File: src/lsu_pkg.sv
// lsu shared constants, access-size enum and size_bytes helper
package lsu_pkg;

  localparam int XLEN   = 64;             // data and address width
  localparam int STRB_W = XLEN / 8;       // bytes per lane
  localparam int OFF_W  = $clog2(STRB_W); // byte offset bits of an address

  // access size, encoded as log2 of the byte count
  typedef enum logic [1:0] {
    SIZE_B = 2'd0,
    SIZE_H = 2'd1,
    SIZE_W = 2'd2,
    SIZE_D = 2'd3
  } mem_size_e;

  // bytes moved by one access
  function automatic logic [3:0] size_bytes(input mem_size_e size);
    logic [3:0] n;
    case (size)
      SIZE_B:  n = 4'd1;
      SIZE_H:  n = 4'd2;
      SIZE_W:  n = 4'd4;
      default: n = 4'd8;
    endcase
    return n;
  endfunction

endpackage

File: src/dmem_bus_if.sv
// data memory bus interface with write, write response, read and read data channels
`timescale 1ns/1ps

interface dmem_bus_if;

  import lsu_pkg::*;

  // write request, address and lane travel together
  logic              aw_valid;
  logic              aw_ready;
  logic [XLEN-1:0]   aw_addr;
  logic [XLEN-1:0]   w_data;
  logic [STRB_W-1:0] w_strb;    // one bit per byte lane

  logic              b_valid;   // write response
  logic              b_ready;

  logic              ar_valid;  // read request
  logic              ar_ready;
  logic [XLEN-1:0]   ar_addr;

  logic              r_valid;   // read data
  logic              r_ready;
  logic [XLEN-1:0]   r_data;    // full lane, unshifted

  modport master (
    output aw_valid, aw_addr, w_data, w_strb, b_ready,
    output ar_valid, ar_addr, r_ready,
    input  aw_ready, b_valid, ar_ready, r_valid, r_data
  );

  modport slave (
    input  aw_valid, aw_addr, w_data, w_strb, b_ready,
    input  ar_valid, ar_addr, r_ready,
    output aw_ready, b_valid, ar_ready, r_valid, r_data
  );

endinterface

File: src/load_store_unit.sv
// load/store unit: store lane alignment, load shift and extension, bus handshake FSM
`timescale 1ns/1ps

module load_store_unit (
  input  logic                     clk,
  input  logic                     arst_n_i,
  input  logic                     load_i,
  input  logic                     store_i,
  input  logic [lsu_pkg::XLEN-1:0] addr_i,
  input  logic [lsu_pkg::XLEN-1:0] wdata_i,
  input  lsu_pkg::mem_size_e       size_i,
  input  logic                     sext_i,
  output logic [lsu_pkg::XLEN-1:0] rdata_o,
  output logic                     done_o,
  output logic                     busy_o,
  dmem_bus_if.master               bus
);

  import lsu_pkg::*;

  typedef enum logic [1:0] {
    IDLE,
    REQ,
    RESP
  } state_e;

  state_e            state_q;
  logic              accept;
  logic [OFF_W-1:0]  off;
  logic [STRB_W:0]   mask_wide;
  logic [STRB_W-1:0] lane_mask;
  logic [XLEN-1:0]   lane_data;

  mem_size_e         size_q;    // load attributes kept until the data returns
  logic              sext_q;
  logic [OFF_W-1:0]  off_q;
  logic [XLEN-1:0]   rd_shift;
  logic [XLEN-1:0]   rd_ext;

  assign accept = (state_q == IDLE) && (load_i || store_i);
  assign busy_o = (state_q != IDLE);
  assign off    = addr_i[OFF_W-1:0];

  // size_bytes low bits set, one spare bit so a full lane does not wrap
  assign mask_wide = ({{STRB_W{1'b0}}, 1'b1} << size_bytes(size_i))
                   - {{STRB_W{1'b0}}, 1'b1};
  assign lane_mask = mask_wide[STRB_W-1:0] << off;
  assign lane_data = wdata_i << {off, 3'b000};

  assign rd_shift = bus.r_data >> {off_q, 3'b000};

  always_comb begin
    case (size_q)
      SIZE_B:  rd_ext = {{(XLEN-8){sext_q & rd_shift[7]}}, rd_shift[7:0]};
      SIZE_H:  rd_ext = {{(XLEN-16){sext_q & rd_shift[15]}}, rd_shift[15:0]};
      SIZE_W:  rd_ext = {{(XLEN-32){sext_q & rd_shift[31]}}, rd_shift[31:0]};
      default: rd_ext = rd_shift;
    endcase
  end

  // request payload, latched once per operation
  always_ff @(posedge clk) begin
    if (accept) begin
      size_q      <= size_i;
      sext_q      <= sext_i;
      off_q       <= off;
      bus.aw_addr <= addr_i;
      bus.ar_addr <= addr_i;
      bus.w_data  <= lane_data;
      bus.w_strb  <= lane_mask;
    end
  end

  always_ff @(posedge clk or negedge arst_n_i) begin
    if (!arst_n_i) begin
      state_q      <= IDLE;
      bus.aw_valid <= 1'b0;
      bus.ar_valid <= 1'b0;
      bus.b_ready  <= 1'b0;
      bus.r_ready  <= 1'b0;
      done_o       <= 1'b0;
      rdata_o      <= '0;
    end else begin
      done_o <= 1'b0;
      case (state_q)
        IDLE: begin
          if (accept) begin
            bus.aw_valid <= store_i;
            bus.ar_valid <= load_i;
            state_q      <= REQ;
          end
        end
        REQ: begin
          if (bus.aw_valid && bus.aw_ready) begin
            bus.aw_valid <= 1'b0;
            bus.b_ready  <= 1'b1;
            state_q      <= RESP;
          end else if (bus.ar_valid && bus.ar_ready) begin
            bus.ar_valid <= 1'b0;
            bus.r_ready  <= 1'b1;
            state_q      <= RESP;
          end
        end
        RESP: begin
          if (bus.b_valid && bus.b_ready) begin
            bus.b_ready <= 1'b0;
            done_o      <= 1'b1;
            state_q     <= IDLE;
          end else if (bus.r_valid && bus.r_ready) begin
            bus.r_ready <= 1'b0;
            rdata_o     <= rd_ext;  // held until the next load completes
            done_o      <= 1'b1;
            state_q     <= IDLE;
          end
        end
        default: state_q <= IDLE;
      endcase
    end
  end

  // execute stage must wait for done before the next operation
  a_no_req_busy: assert property (@(posedge clk) disable iff (!arst_n_i)
    busy_o |-> !(load_i || store_i));

  a_one_kind: assert property (@(posedge clk) disable iff (!arst_n_i)
    !(load_i && store_i));

  a_aligned: assert property (@(posedge clk) disable iff (!arst_n_i)
    (load_i || store_i) |-> ((off & OFF_W'(size_bytes(size_i) - 4'd1)) == '0));

endmodule

File: src/flat_wrapper.sv
// flat-port wrapper written by rule: the top's interface ports become plain ports
module load_store_unit_flat import lsu_pkg::*;
  (clk, arst_n_i, load_i, store_i, addr_i, wdata_i, size_i, sext_i, rdata_o, done_o, busy_o, bus_aw_valid, bus_aw_addr, bus_w_data, bus_w_strb, bus_b_ready, bus_ar_valid, bus_ar_addr, bus_r_ready, bus_aw_ready, bus_b_valid, bus_ar_ready, bus_r_valid, bus_r_data);
  dmem_bus_if bus_i ();
  input  logic clk;
  input  logic arst_n_i;
  input  logic load_i;
  input  logic store_i;
  input  logic [lsu_pkg::XLEN-1:0] addr_i;
  input  logic [lsu_pkg::XLEN-1:0] wdata_i;
  input  lsu_pkg::mem_size_e size_i;
  input  logic sext_i;
  output logic [lsu_pkg::XLEN-1:0] rdata_o;
  output logic done_o;
  output logic busy_o;
  output wire logic [$bits(bus_i.aw_valid)-1:0] bus_aw_valid;
  output wire logic [$bits(bus_i.aw_addr)-1:0] bus_aw_addr;
  output wire logic [$bits(bus_i.w_data)-1:0] bus_w_data;
  output wire logic [$bits(bus_i.w_strb)-1:0] bus_w_strb;
  output wire logic [$bits(bus_i.b_ready)-1:0] bus_b_ready;
  output wire logic [$bits(bus_i.ar_valid)-1:0] bus_ar_valid;
  output wire logic [$bits(bus_i.ar_addr)-1:0] bus_ar_addr;
  output wire logic [$bits(bus_i.r_ready)-1:0] bus_r_ready;
  input wire logic [$bits(bus_i.aw_ready)-1:0] bus_aw_ready;
  input wire logic [$bits(bus_i.b_valid)-1:0] bus_b_valid;
  input wire logic [$bits(bus_i.ar_ready)-1:0] bus_ar_ready;
  input wire logic [$bits(bus_i.r_valid)-1:0] bus_r_valid;
  input wire logic [$bits(bus_i.r_data)-1:0] bus_r_data;
  assign bus_aw_valid = bus_i.aw_valid;
  assign bus_aw_addr = bus_i.aw_addr;
  assign bus_w_data = bus_i.w_data;
  assign bus_w_strb = bus_i.w_strb;
  assign bus_b_ready = bus_i.b_ready;
  assign bus_ar_valid = bus_i.ar_valid;
  assign bus_ar_addr = bus_i.ar_addr;
  assign bus_r_ready = bus_i.r_ready;
  assign bus_i.aw_ready = bus_aw_ready;
  assign bus_i.b_valid = bus_b_valid;
  assign bus_i.ar_ready = bus_ar_ready;
  assign bus_i.r_valid = bus_r_valid;
  assign bus_i.r_data = bus_r_data;
  load_store_unit u_core (.clk(clk), .arst_n_i(arst_n_i), .load_i(load_i), .store_i(store_i), .addr_i(addr_i), .wdata_i(wdata_i), .size_i(size_i), .sext_i(sext_i), .rdata_o(rdata_o), .done_o(done_o), .busy_o(busy_o), .bus(bus_i));
endmodule
File: config.mk
export PLATFORM = sky130hd
export DESIGN_NAME = load_store_unit_flat
export DESIGN_NICKNAME = d
export VERILOG_FILES = /design/src/lsu_pkg.sv /design/src/dmem_bus_if.sv /design/src/load_store_unit.sv /design/src/flat_wrapper.sv
export SDC_FILE = /design/constraint.sdc
export NUM_CORES = 1
export LEC_CHECK = 0
export BUFFER_PORTS_ARGS = -buffer_cell sky130_fd_sc_hd__buf_2
export CORE_AREA = 2 2 182 184
export CTS_BUF_LIST = sky130_fd_sc_hd__clkbuf_16
export DETAILED_ROUTE_END_ITERATION = 8
export DIE_AREA = 0 0 184 186
export GPL_TIMING_DRIVEN = 0
export MAX_ROUTING_LAYER = met4
export PLACE_DENSITY = 0.59
export SYNTH_ARGS = -nofsm -noshare
export SYNTH_HDL_FRONTEND = slang
export SYNTH_SLANG_ARGS = --single-unit
File: constraint.sdc
create_clock -name clk -period 21 [get_ports clk]
set_input_delay 4.2 -clock clk [delete_from_list [all_inputs] [get_ports clk]]
set_output_delay 4.2 -clock clk [all_outputs]
set_load 0.1 [all_outputs]
# Word-level counts from Yosys, hierarchy flattened

Cells that the tools add are included.
W data, S select, Z words.

Mux-type cells: 26
Bitwise operators: 4
Shifts and indexed selects: 4
Add/subtract/negate cells: 1
Reductions and logical operators: 18
Equal/unequal tests: 15

Operators with widths:

| operator              | count |
|---|---|
| $pmux W64 S3          | 1 |
| $shl A64 B6 Y64       | 1 |
| $shr A64 B6 Y64       | 1 |
| $mux W1               | 14 |
| $pmux W4 S3           | 1 |
| $reduce_and A3 Y1     | 4 |
| $mux W2               | 5 |
| $ne A2 B1 Y1 const B  | 5 |
| $pmux W1 S2           | 4 |
| $shl A1 B4 Y8 const A | 1 |
| $shl A8 B3 Y8         | 1 |
| $sub A8 B1 Y8 const B | 1 |
| $eq A2 B1 Y1 const B  | 3 |
| $eq A2 B2 Y1 const B  | 3 |
| $logic_not A2 Y1      | 3 |
| $ne A3 B1 Y1 const B  | 2 |
| $pmux W2 S3           | 1 |
| $reduce_bool A2 Y1    | 3 |
| $logic_and A1 B1 Y1   | 5 |
| $reduce_and A5 Y1     | 1 |
| $ne A2 B2 Y1 const B  | 2 |
| $reduce_and A4 Y1     | 1 |
| $and A1 B1 Y1         | 3 |
| $logic_or A1 B1 Y1    | 1 |
| $not A1 Y1            | 1 |

Input bits: 203
Output and inout bits: 270
Register bits: 213

# Logic depth before layout (Yosys ltp)

Gate-level depths: netlist of run 1.

Depth in word-level cells: 5
Gate-level depth with buffers: 8
Gate-level depth less buffers: 6

# Least setup slack after synthesis of run 1

OpenSTA, ideal clock, no wires.

Path type: input to register
Start: input store_i
End: register u_core.bus.aw_addr[10] (enable)
Setup time: 0.639 ns
Slack: 10.314 ns
Data arrival time: 10.048 ns
Cell stages on the path: 2
Cell sequence: nor2_1 nor2_1

Cells in the longest elaborated chain, start to end: 2

RTL lines:

| item                   | line                  | source |
|---|---|---|
| start: declaration     | flat_wrapper.sv:8     | `input logic store_i;` |
| $logic_or A1 B1 Y1     | load_store_unit.sv:40 | `assign accept = (state_q == IDLE) && (load_i \|\| store_i);` |
| $logic_and A1 B1 Y1    | load_store_unit.sv:40 |  |
| via u_core.accept      | load_store_unit.sv:28 | `logic accept;` |
| end signal: assignment | load_store_unit.sv:67 | `bus.aw_addr <= addr_i;` |
| end: declaration       | dmem_bus_if.sv:27     | `output aw_valid, aw_addr, w_data, w_strb, b_ready,` |

The timed path passes the listed nets, and every way through them passes these cells.
A chain may end at the register's enable or synchronous reset.

# Worst setup path in the final report of run 1

Start: register u_core.state_q[0]
End: output busy_o

Cells in the longest elaborated chain, start to end: 1

RTL lines:

| item                     | line                  | source |
|---|---|---|
| start: declaration       | load_store_unit.sv:27 | `state_e state_q;` |
| start signal: assignment | load_store_unit.sv:76 | `state_q <= IDLE;` |
| start signal: assignment | load_store_unit.sv:90 | `state_q <= REQ;` |
| start signal: assignment | load_store_unit.sv:97 | `state_q <= RESP;` |
| $reduce_bool A2 Y1       | load_store_unit.sv:41 | `assign busy_o = (state_q != IDLE);` |
| end: declaration         | flat_wrapper.sv:15    | `output logic busy_o;` |

Every way passes these cells.

==> load_flow_metrics.sql, run 1 <==
INSERT INTO impl_metrics (metric_group, metric, value, unit) VALUES
('cts', 'clkLatencyLatePin', '0.55', 'ns'),
('timing', 'fmax', '165.3', 'MHz'),
('synthesis', 'syn_nets', '1221', ''),
('worst_setup_path', 'cp_max_fo', '6', ''),
('global_routing', 'antenna_found_initial', '13', ''),
('synthesis', 'synth_largest_type_area_fraction', '0.3672', ''),
('run', 'max_cap_violations', '0', ''),
('power_and_ir_drop', 'ir_drop', '0.05645', 'mV'),
('worst_setup_path', 'crit_path_cell_trace', 'inv_1 -> ha_1 -> inv_1 -> buf_2', ''),
('worst_setup_path', 'critPathMaxStageDelay', '0.45', 'ns'),
('cts', 'cts_post_setup_buffers_inserted', '0', ''),
('timing', 'grt_setup_unrepaired', 'no', ''),
('synthesis', 'top_cells_by_area_synth', 'sky130_fd_sc_hd__edfxtp_1 37%, sky130_fd_sc_hd__dfrtp_1 16%, sky130_fd_sc_hd__mux2i_1 11%, sky130_fd_sc_hd__buf_4 5.0%, sky130_fd_sc_hd__mux4_2 3.8%', ''),
('worst_setup_path', 'setup.worst_path.end_class', 'output pin', ''),
('placement', 'place.gp.congestion', '0.9736', ''),
('synthesis', 'netlist_top_cells_count', '139 x sky130_fd_sc_hd__edfxtp_1, 121 x sky130_fd_sc_hd__mux2i_1, 107 x sky130_fd_sc_hd__nor2_1', ''),
('timing', 'setup-tns-final', '0', 'ns'),
('placement', 'dpl.cell_count', '1900', ''),
('synthesis', 'synthesis.instances', '1015', ''),
('global_routing', 'first_global_vias', '9988', ''),
('worst_setup_path', 'worst_path_most_repeated_cell', 'sky130_fd_sc_hd__inv_1', ''),
('synthesis', 'ys_seq_elements', '210', ''),
('route', 'count_of_vias_placed_by_the_detailed_router', '10280', ''),
('synthesis', 'postSynth.asyncResetShare', '0.3381', ''),
('global_routing', 'grt_start_max_net_pins', '57', ''),
('global_routing', 'grt_first_pass_wirelength', '62550', 'um'),
('timing', 'layout_min_cycle_time', '6.051', 'ns'),
('worst_setup_path', 'timing.critical_path.required', '16.80', 'ns'),
('floorplan', 'die_w', '184', 'um'),
('timing', 'hold_slack', '0.5031', 'ns'),
('timing', 'slew_headroom', '0.4873', ''),
('timing', 'hold_violations', '0', ''),
('route', 'finalWirelength', '44430', 'um'),
('placement', 'detailedPlacementHpwl', '34920', 'um'),
('worst_setup_path', 'timing.critical_path.from_type', 'flip-flop', ''),
('power_and_ir_drop', 'power_per_cell_area', '62.07', 'nW/um2'),
('cts', 'tritoncts', 'yes', ''),
('timing', 'tightest_slew', '0.7663', 'ns'),
('global_routing', 'grtUsageTotal', '0.2535', ''),
('floorplan', 'initial_standard_cell_utilization_of_the_core', '0.3529', ''),
('global_routing', 'overflow', '0', ''),
('finish', 'synthToLayoutAreaGrowth', '33.19', '%'),
('cts', 'cts.clk_slew.worst_paths', '0.06', 'ns'),
('cts', 'holdBufCountCts', '0', ''),
('route', 'postRouteAntennaNets', '0', ''),
('cts', 'clock_net_sink_count', '210', ''),
('power_and_ir_drop', 'power_leakage', '6.920', 'nW'),
('worst_setup_path', 'timing.critical_path.arrival', '1.85', 'ns'),
('worst_setup_path', 'criticalPathCategory', 'reg2out', ''),
('route', 'drt_iter0_drc', '726', ''),
('finish', 'layoutNonFillerInstCount', '1957', ''),
('synthesis', 'synthMostInstantiatedCell', 'sky130_fd_sc_hd__edfxtp_1', ''),
('floorplan', 'die_area', '34220', 'um2'),
('finish', 'finish.net_count', '1725', ''),
('floorplan', 'num_io_pins', '473', ''),
('floorplan', 'rows', '66', ''),
('timing', 'final.period_utilization', '0.2881', ''),
('synthesis', 'synth.avg_cell_area', '11.20', 'um2'),
('finish', 'drive_above_1_share', '0.4350', ''),
('hold_path', 'hp-class', 'reg2reg', ''),
('cts', 'clock_tree.root_cell', 'sky130_fd_sc_hd__clkbuf_16', ''),
('timing', 'clock-skew-final', '0.01374', 'ns'),
('route', 'routed_wire_length_per_instance', '22.70', 'um'),
('synthesis', 'seq_area_frac_synth', '0.5236', ''),
('synthesis', 'syn-cell-area', '11370', 'um2'),
('cts', 'numCtsBuffers', '25', ''),
('status', 'run_status', 'finished, final reports clean', ''),
('worst_setup_path', 'path_buf_inv', '3', ''),
('synthesis', 'synth_cell_type_count', '50', ''),
('cts', 'clock_tree.buffer_depth', '3', ''),
('cts', 'ctsResizeCount', '0', '');
==> path summary, 6_finish.rpt <==
kind	from	endpoint	slack [ns]	cells after the start
worst min register to register	u_core.rdata_o[10]$_DFFE_PN0P_	u_core.rdata_o[10]$_DFFE_PN0P_	0.50	1
worst min-delay path	u_core.rdata_o[10]$_DFFE_PN0P_	u_core.rdata_o[10]$_DFFE_PN0P_	0.50	1
worst max register to register	u_core.state_q[0]$_DFFE_PN0P_	u_core.rdata_o[44]$_DFFE_PN0P_	18.48	7
max in group asynchronous	arst_n_i	u_core.rdata_o[31]$_DFFE_PN0P_	16.91	2
min in group asynchronous	arst_n_i	u_core.rdata_o[50]$_DFFE_PN0P_	3.52	1
worst max-delay path	u_core.state_q[0]$_DFFE_PN0P_	busy_o	14.95	4
==> state kept, by name, indices dropped and copies added, names as in the netlist <==
| register | count |
|---|---|
| u_core.bus.ar_valid | 1 |
| u_core.bus.aw_addr | 62 |
| u_core.bus.aw_valid | 1 |
| u_core.bus.b_ready | 1 |
| u_core.bus.r_ready | 1 |
| u_core.bus.w_data | 64 |
| u_core.bus.w_strb | 8 |
| u_core.done_o | 1 |
| u_core.off_q | 2 |
| u_core.rdata_o | 64 |
| u_core.sext_q | 1 |
| u_core.size_q | 2 |
| u_core.state_q | 2 |
==> metrics by stage <==
| stage | cell area [um2] | setup slack (ns) | util | power (W) |
|---|---|---|---|---|
| 2_1_floorplan | 11370 | 10.31 | - | 0.0004953 |
| 3_3_place_gp | 14240 | 7.435 | 0.4421 | 0.0005412 |
| 3_5_place_dp | 14360 | 14.77 | 0.4458 | 0.0005438 |
| 4_1_cts | 15110 | 14.93 | 0.4692 | 0.0009475 |
| 5_1_grt | 15140 | 14.88 | 0.4700 | 0.0009704 |
| 6_report | 15140 | 14.95 | 0.4700 | 0.0009396 |
==> cell type report <==
class | count | area (um2)
sequential | 210 | 5951
inverter | 8 | 30.03
clock buffer | 25 | 625.6
multi-input combinational | 655 | 4523
antenna | 11 | 27.53
tap | 408 | 510.5
clock inverter | 21 | 128.9
fill | 3069 | 17070
timing repair buffer | 477 | 2472
buffer | 142 | 869.6
==> metal layers <==
| metal | vias to the layer above | global-route usage | share of wire |
|---|---|---|---|
| li1 | 4672 | - | - |
| met1 | 4974 | 0.2930 | 0.38 |
| met2 | 553 | 0.4373 | 0.50 |
| met3 | 80 | 0.06026 | 0.083 |
| met4 | 0 | 0.07904 | 0.033 |
| met5 | - | - | 0 |
==> cells in the final DEF (no fill, tap or decap), drive strengths merged, types with 4 or more instances in the layout <==
cell | Yosys | routed
a21oi | 49 | 49
nand2 | 96 | 96
nand2b | 5 | 5
nor3 | 4 | 4
and3 | 4 | 4
mux4 | 19 | 19
o2bb2ai | 7 | 7
o22ai | 17 | 17
a22oi | 8 | 8
nor2b | 27 | 27
a211oi | 5 | 5
o22a | 9 | 9
a22o | 4 | 4
dfrtp | 71 | 71
diode | 0 | 11
nor2 | 108 | 108
nand3 | 8 | 8
inv | 8 | 13
o21ai | 54 | 54
mux2i | 121 | 121
clkbuf | 38 | 63
edfxtp | 139 | 139
mux2 | 29 | 29
clkinv | 0 | 12
buf | 104 | 581
clkinvlp | 0 | 4
a31oi | 51 | 51
and2 | 11 | 11
==> cells by family after synthesis <==
family          count (synthesis)  share of synthesized area
buf+inv                       150                    0.07915
flops                         210                     0.5236
simple gates                  271                     0.1048
fa+ha+maj                       3                   0.003303
compound gates                212                     0.1162
mux                           169                     0.1729
==> power breakdown <==
part / leakage, nW / internal [W] / switching (W)
Sequential: 2.22 / 0.000443 / 0
Clock: 0.371 / 0.000219 / 0.000184
Combinational: 4.33 / 0.0000391 / 0.0000544
Total: 6.92 / 0.000701 / 0.000238
No activity file was read; power rests on OpenSTA's default activity.
==> run 2, diff against run 1 <==
--- a/config.mk
+++ b/config.mk
@@ -5,11 +5,12 @@
 export SDC_FILE = /design/constraint.sdc
 export NUM_CORES = 1
 export LEC_CHECK = 0
+export ABC_AREA = 1
 export BUFFER_PORTS_ARGS = -buffer_cell sky130_fd_sc_hd__buf_2
-export CORE_AREA = 2 2 182 184
+export CORE_AREA = 2 2 181 183
 export CTS_BUF_LIST = sky130_fd_sc_hd__clkbuf_16
 export DETAILED_ROUTE_END_ITERATION = 8
-export DIE_AREA = 0 0 184 186
+export DIE_AREA = 0 0 183 185
 export GPL_TIMING_DRIVEN = 0
 export MAX_ROUTING_LAYER = met4
 export PLACE_DENSITY = 0.59
==> constraint.sdc (replaced) <==
create_clock -name clk -period 6 [get_ports clk]
set_input_delay 1.2 -clock clk [delete_from_list [all_inputs] [get_ports clk]]
set_output_delay 1.2 -clock clk [all_outputs]
set_load 0.1 [all_outputs]
==> run 2 against run 1 <==
  * Clock skew down 0.0011 ns
  * Core utilization up 0.18 points
  * Synthesized area down 0.98%
  * Wire length up 6.4%
  * Highest routed layer unchanged
  * Critical path type unchanged
  * Hold slack worse by 0.018 ns
  * Cell area down 0.14%
  * Sequential cell count unchanged
  * Global-route usage up 2.2 points
==> load_flow_metrics.sql, run 2 <==
INSERT INTO impl_metrics (metric_group, metric, value, unit) VALUES
('worst_setup_path', 'timing.critical_path.arrival', '1.80', 'ns'),
('cts', 'cts.clk_slew.worst_paths', '0.06', 'ns'),
('worst_setup_path', 'cp_max_fo', '3', ''),
('timing', 'final.period_utilization', '0.4998', ''),
('worst_setup_path', 'setup.worst_path.end_class', 'output pin', ''),
('global_routing', 'overflow', '0', ''),
('worst_setup_path', 'path_buf_inv', '3', ''),
('synthesis', 'syn-cell-area', '11250', 'um2'),
('placement', 'place.gp.congestion', '0.9893', ''),
('cts', 'clock_net_sink_count', '210', ''),
('route', 'count_of_vias_placed_by_the_detailed_router', '11590', ''),
('timing', 'layout_min_cycle_time', '2.999', 'ns'),
('worst_setup_path', 'worst_path_most_repeated_cell', 'sky130_fd_sc_hd__inv_1', ''),
('finish', 'mostFrequentLayoutCell', 'sky130_fd_sc_hd__buf_2', ''),
('timing', 'final-setup-viol-count', '0', ''),
('global_routing', 'grt_start_max_net_pins', '45', ''),
('worst_setup_path', 'critPathSlowestCell', 'sky130_fd_sc_hd__buf_2', ''),
('route', 'routed_wire_length_per_instance', '20.74', 'um'),
('timing', 'grt_setup_unrepaired', 'no', ''),
('timing', 'setup-tns-final', '0', 'ns'),
('floorplan', 'dieHeight', '185', 'um'),
('synthesis', 'synth_largest_type_area_fraction', '0.3709', ''),
('route', 'finalWirelength', '47260', 'um'),
('cts', 'clock_tree.htree_level_count', '1', ''),
('cts', 'numCtsBuffers', '25', ''),
('synthesis', 'largest_family_of_logic_cells_by_synthesized_area', 'simple AND/OR/NAND/NOR gates', ''),
('floorplan', 'die_w', '183', 'um'),
('synthesis', 'netlist_top_cells_count', '375 x sky130_fd_sc_hd__nand2_1, 181 x sky130_fd_sc_hd__nor2_1, 145 x sky130_fd_sc_hd__nand3_1', ''),
('cts', 'holdBufCountCts', '0', ''),
('floorplan', 'initial_standard_cell_utilization_of_the_core', '0.3513', ''),
('synthesis', 'synth_cell_type_count', '35', ''),
('synthesis', 'top_cells_by_area_synth', 'sky130_fd_sc_hd__edfxtp_1 37%, sky130_fd_sc_hd__dfrtp_1 16%, sky130_fd_sc_hd__nand2_1 13%, sky130_fd_sc_hd__nand3_1 6.4%, sky130_fd_sc_hd__nor2_1 6.0%', ''),
('timing', 'hold_violations', '0', ''),
('route', 'detail_route.vias_per_cell', '5.088', ''),
('synthesis', 'synthesis.instances', '1338', ''),
('synthesis', 'adder_cell_share_of_the_synthesized_area', '0.003335', ''),
('synthesis', 'ys_seq_elements', '210', ''),
('worst_setup_path', 'cp_top_family', 'buffers and inverters', ''),
('worst_setup_path', 'timing.critical_path.from_type', 'flip-flop', ''),
('synthesis', 'synth.avg_cell_area', '8.411', 'um2'),
('finish', 'most-common-layout-cells', '495 x sky130_fd_sc_hd__buf_2, 375 x sky130_fd_sc_hd__nand2_1, 181 x sky130_fd_sc_hd__nor2_1', ''),
('synthesis', 'synth_top_area_cell', 'sky130_fd_sc_hd__edfxtp_1', ''),
('floorplan', 'die_area', '33860', 'um2'),
('cts', 'clock_tree.buffer_depth', '3', ''),
('global_routing', 'grtUsageTotal', '0.2757', ''),
('finish', 'layoutNonFillerInstCount', '2278', ''),
('worst_setup_path', 'criticalPathCategory', 'reg2out', ''),
('placement', 'dpl.cell_count', '2224', ''),
('timing', 'slew_viol_final', '0', ''),
('synthesis', 'synth_simple_gate_area_share', '0.2637', ''),
('finish', 'finish.net_count', '2049', ''),
('route', 'detail_route.first_pass.iterations', '6', ''),
('synthesis', 'synth-edff-count', '139', ''),
('timing', 'clock-skew-final', '0.01264', 'ns'),
('cts', 'tritoncts', 'yes', ''),
('timing', 'slew_headroom', '0.4772', ''),
('route', 'postRouteAntennaNets', '0', ''),
('route', 'route.detailed.drc', '0', ''),
('synthesis', 'ys_warn_count', '0', ''),
('floorplan', 'rows', '66', ''),
('synthesis', 'seq_area_frac_synth', '0.5287', ''),
('run', 'max_cap_violations', '0', ''),
('route', 'drt_iter0_drc', '1023', ''),
('finish', 'layout_top_registers', 'u_core.bus.w_data x64, u_core.rdata_o x64, u_core.bus.aw_addr x62', ''),
('floorplan', 'num_io_pins', '473', ''),
('worst_setup_path', 'critPathMaxStageDelay', '0.45', 'ns'),
('timing', 'tightest_slew', '0.7842', 'ns'),
('synthesis', 'synthMostInstantiatedCell', 'sky130_fd_sc_hd__nand2_1', ''),
('cts', 'clock_tree.root_cell', 'sky130_fd_sc_hd__clkbuf_16', ''),
('synthesis', 'synth-compound-area-share', '0.08505', ''),
('cts', 'clkLatencyLatePin', '0.54', 'ns'),
('global_routing', 'first_global_vias', '11170', ''),
('placement', 'io_buffer_count', '472', ''),
('hold_path', 'hp-class', 'reg2reg', ''),
('status', 'run_status', 'finished, final reports clean', ''),
('finish', 'drive_above_1_share', '0.3428', ''),
('synthesis', 'syn_nets', '1544', ''),
('timing', 'fmax', '333.4', 'MHz'),
('worst_setup_path', 'crit_path_cell_trace', 'inv_1 -> ha_1 -> inv_1 -> buf_2', ''),
('global_routing', 'grt_first_pass_wirelength', '67760', 'um'),
('floorplan', 'floorplan_core_area', '32040', 'um2'),
('worst_setup_path', 'timing.critical_path.required', '4.80', 'ns'),
('cts', 'cts_post_setup_buffers_inserted', '0', ''),
('synthesis', 'synth-xor-area-share', '0', ''),
('synthesis', 'synth-main-ff-cell', 'sky130_fd_sc_hd__edfxtp_1', ''),
('placement', 'detailedPlacementHpwl', '37130', 'um'),
('synthesis', 'synth_mux_area_frac', '0.01957', ''),
('synthesis', 'postSynth.asyncResetShare', '0.3381', ''),
('finish', 'synthToLayoutAreaGrowth', '34.32', '%'),
('timing', 'hold_slack', '0.4852', 'ns'),
('cts', 'ctsResizeCount', '0', ''),
('global_routing', 'antenna_found_initial', '9', '');
==> run 2: cell count changes after synthesis, moves of 28 or more <==
cell	previous run	this run
sky130_fd_sc_hd__nand3_1	8	145
sky130_fd_sc_hd__nor2_1	107	181
sky130_fd_sc_hd__inv_1	7	50
sky130_fd_sc_hd__o21ai_0	53	116
sky130_fd_sc_hd__a31oi_1	49	7
sky130_fd_sc_hd__nand2_1	96	375
sky130_fd_sc_hd__mux2_2	28	0
sky130_fd_sc_hd__mux2i_1	121	22
==> run 2: final timing paths <==
| path | start | endpoint | slack [ns] | cells after the start |
|---|---|---|---|---|
| max in group asynchronous | arst_n_i | u_core.rdata_o[56]$_DFFE_PN0P_ | 4.85 | 2 |
| max | u_core.state_q[0]$_DFFE_PN0P_ | busy_o | 3.00 | 4 |
| min in group asynchronous | arst_n_i | u_core.rdata_o[4]$_DFFE_PN0P_ | 0.59 | 1 |
| min | u_core.rdata_o[0]$_DFFE_PN0P_ | u_core.rdata_o[0]$_DFFE_PN0P_ | 0.49 | 2 |
| max reg2reg | u_core.state_q[0]$_DFFE_PN0P_ | u_core.rdata_o[20]$_DFFE_PN0P_ | 3.58 | 8 |
| min reg2reg | u_core.rdata_o[0]$_DFFE_PN0P_ | u_core.rdata_o[0]$_DFFE_PN0P_ | 0.49 | 2 |
==> run 2: per-layer routing <==
| layer | global-route usage | vias up | part of all wire |
|---|---|---|---|
| met5 | - | - | 0 |
| met4 | 0.1008 | 0 | 0.036 |
| met3 | 0.06547 | 110 | 0.087 |
| met2 | 0.4326 | 602 | 0.46 |
| met1 | 0.3487 | 5468 | 0.41 |
| li1 | - | 5410 | - |
==> run 2: per-stage QoR <==
| stage | util | setup WS [ns] | instance area, um2 |
|---|---|---|---|
| global route | 0.4718 | 2.936 | 15120 |
| global placement | 0.4410 | -1.614 | 14130 |
| floorplan | - | 0.2487 | 11260 |
| detailed placement | 0.4458 | 2.876 | 14280 |
| CTS | 0.4711 | 2.995 | 15090 |
| finish | 0.4718 | 3.001 | 15120 |
==> run 2: final cells by class <==
class	count	area (um2)
flip-flops and latches	210	5951
diodes	9	22.52
plain buffers	147	900.9
inverters	58	220.2
fillers	3277	16920
clock buffers	26	650.6
repair buffers	478	2507
well taps	408	510.5
clock inverters	19	160.2
multi-input cells	923	4194
==> run 2: kinds of logic after synthesis <==
group | after synthesis
AND/OR/NAND/NOR | 719
flip-flops | 210
buffers and inverters | 205
AO/OA/AOI/OAI | 179
multiplexers | 22
adder cells (fa/ha/maj) | 3
==> run 2: worst register-to-register path, stage by stage (launching register included) <==
cell	delay, ns
sky130_fd_sc_hd__dfrtp_1	0.40
sky130_fd_sc_hd__inv_1	0.09
sky130_fd_sc_hd__ha_1	0.24
sky130_fd_sc_hd__nand2_1	0.11
sky130_fd_sc_hd__nor2_1	0.20
sky130_fd_sc_hd__buf_2	0.28
sky130_fd_sc_hd__clkinv_1	0.40
sky130_fd_sc_hd__a31oi_1	0.45
sky130_fd_sc_hd__a21oi_1	0.12
Power of run 2 is not shown: default switching activity piles up to over one toggle a cycle in this logic, so the estimate is an artifact.
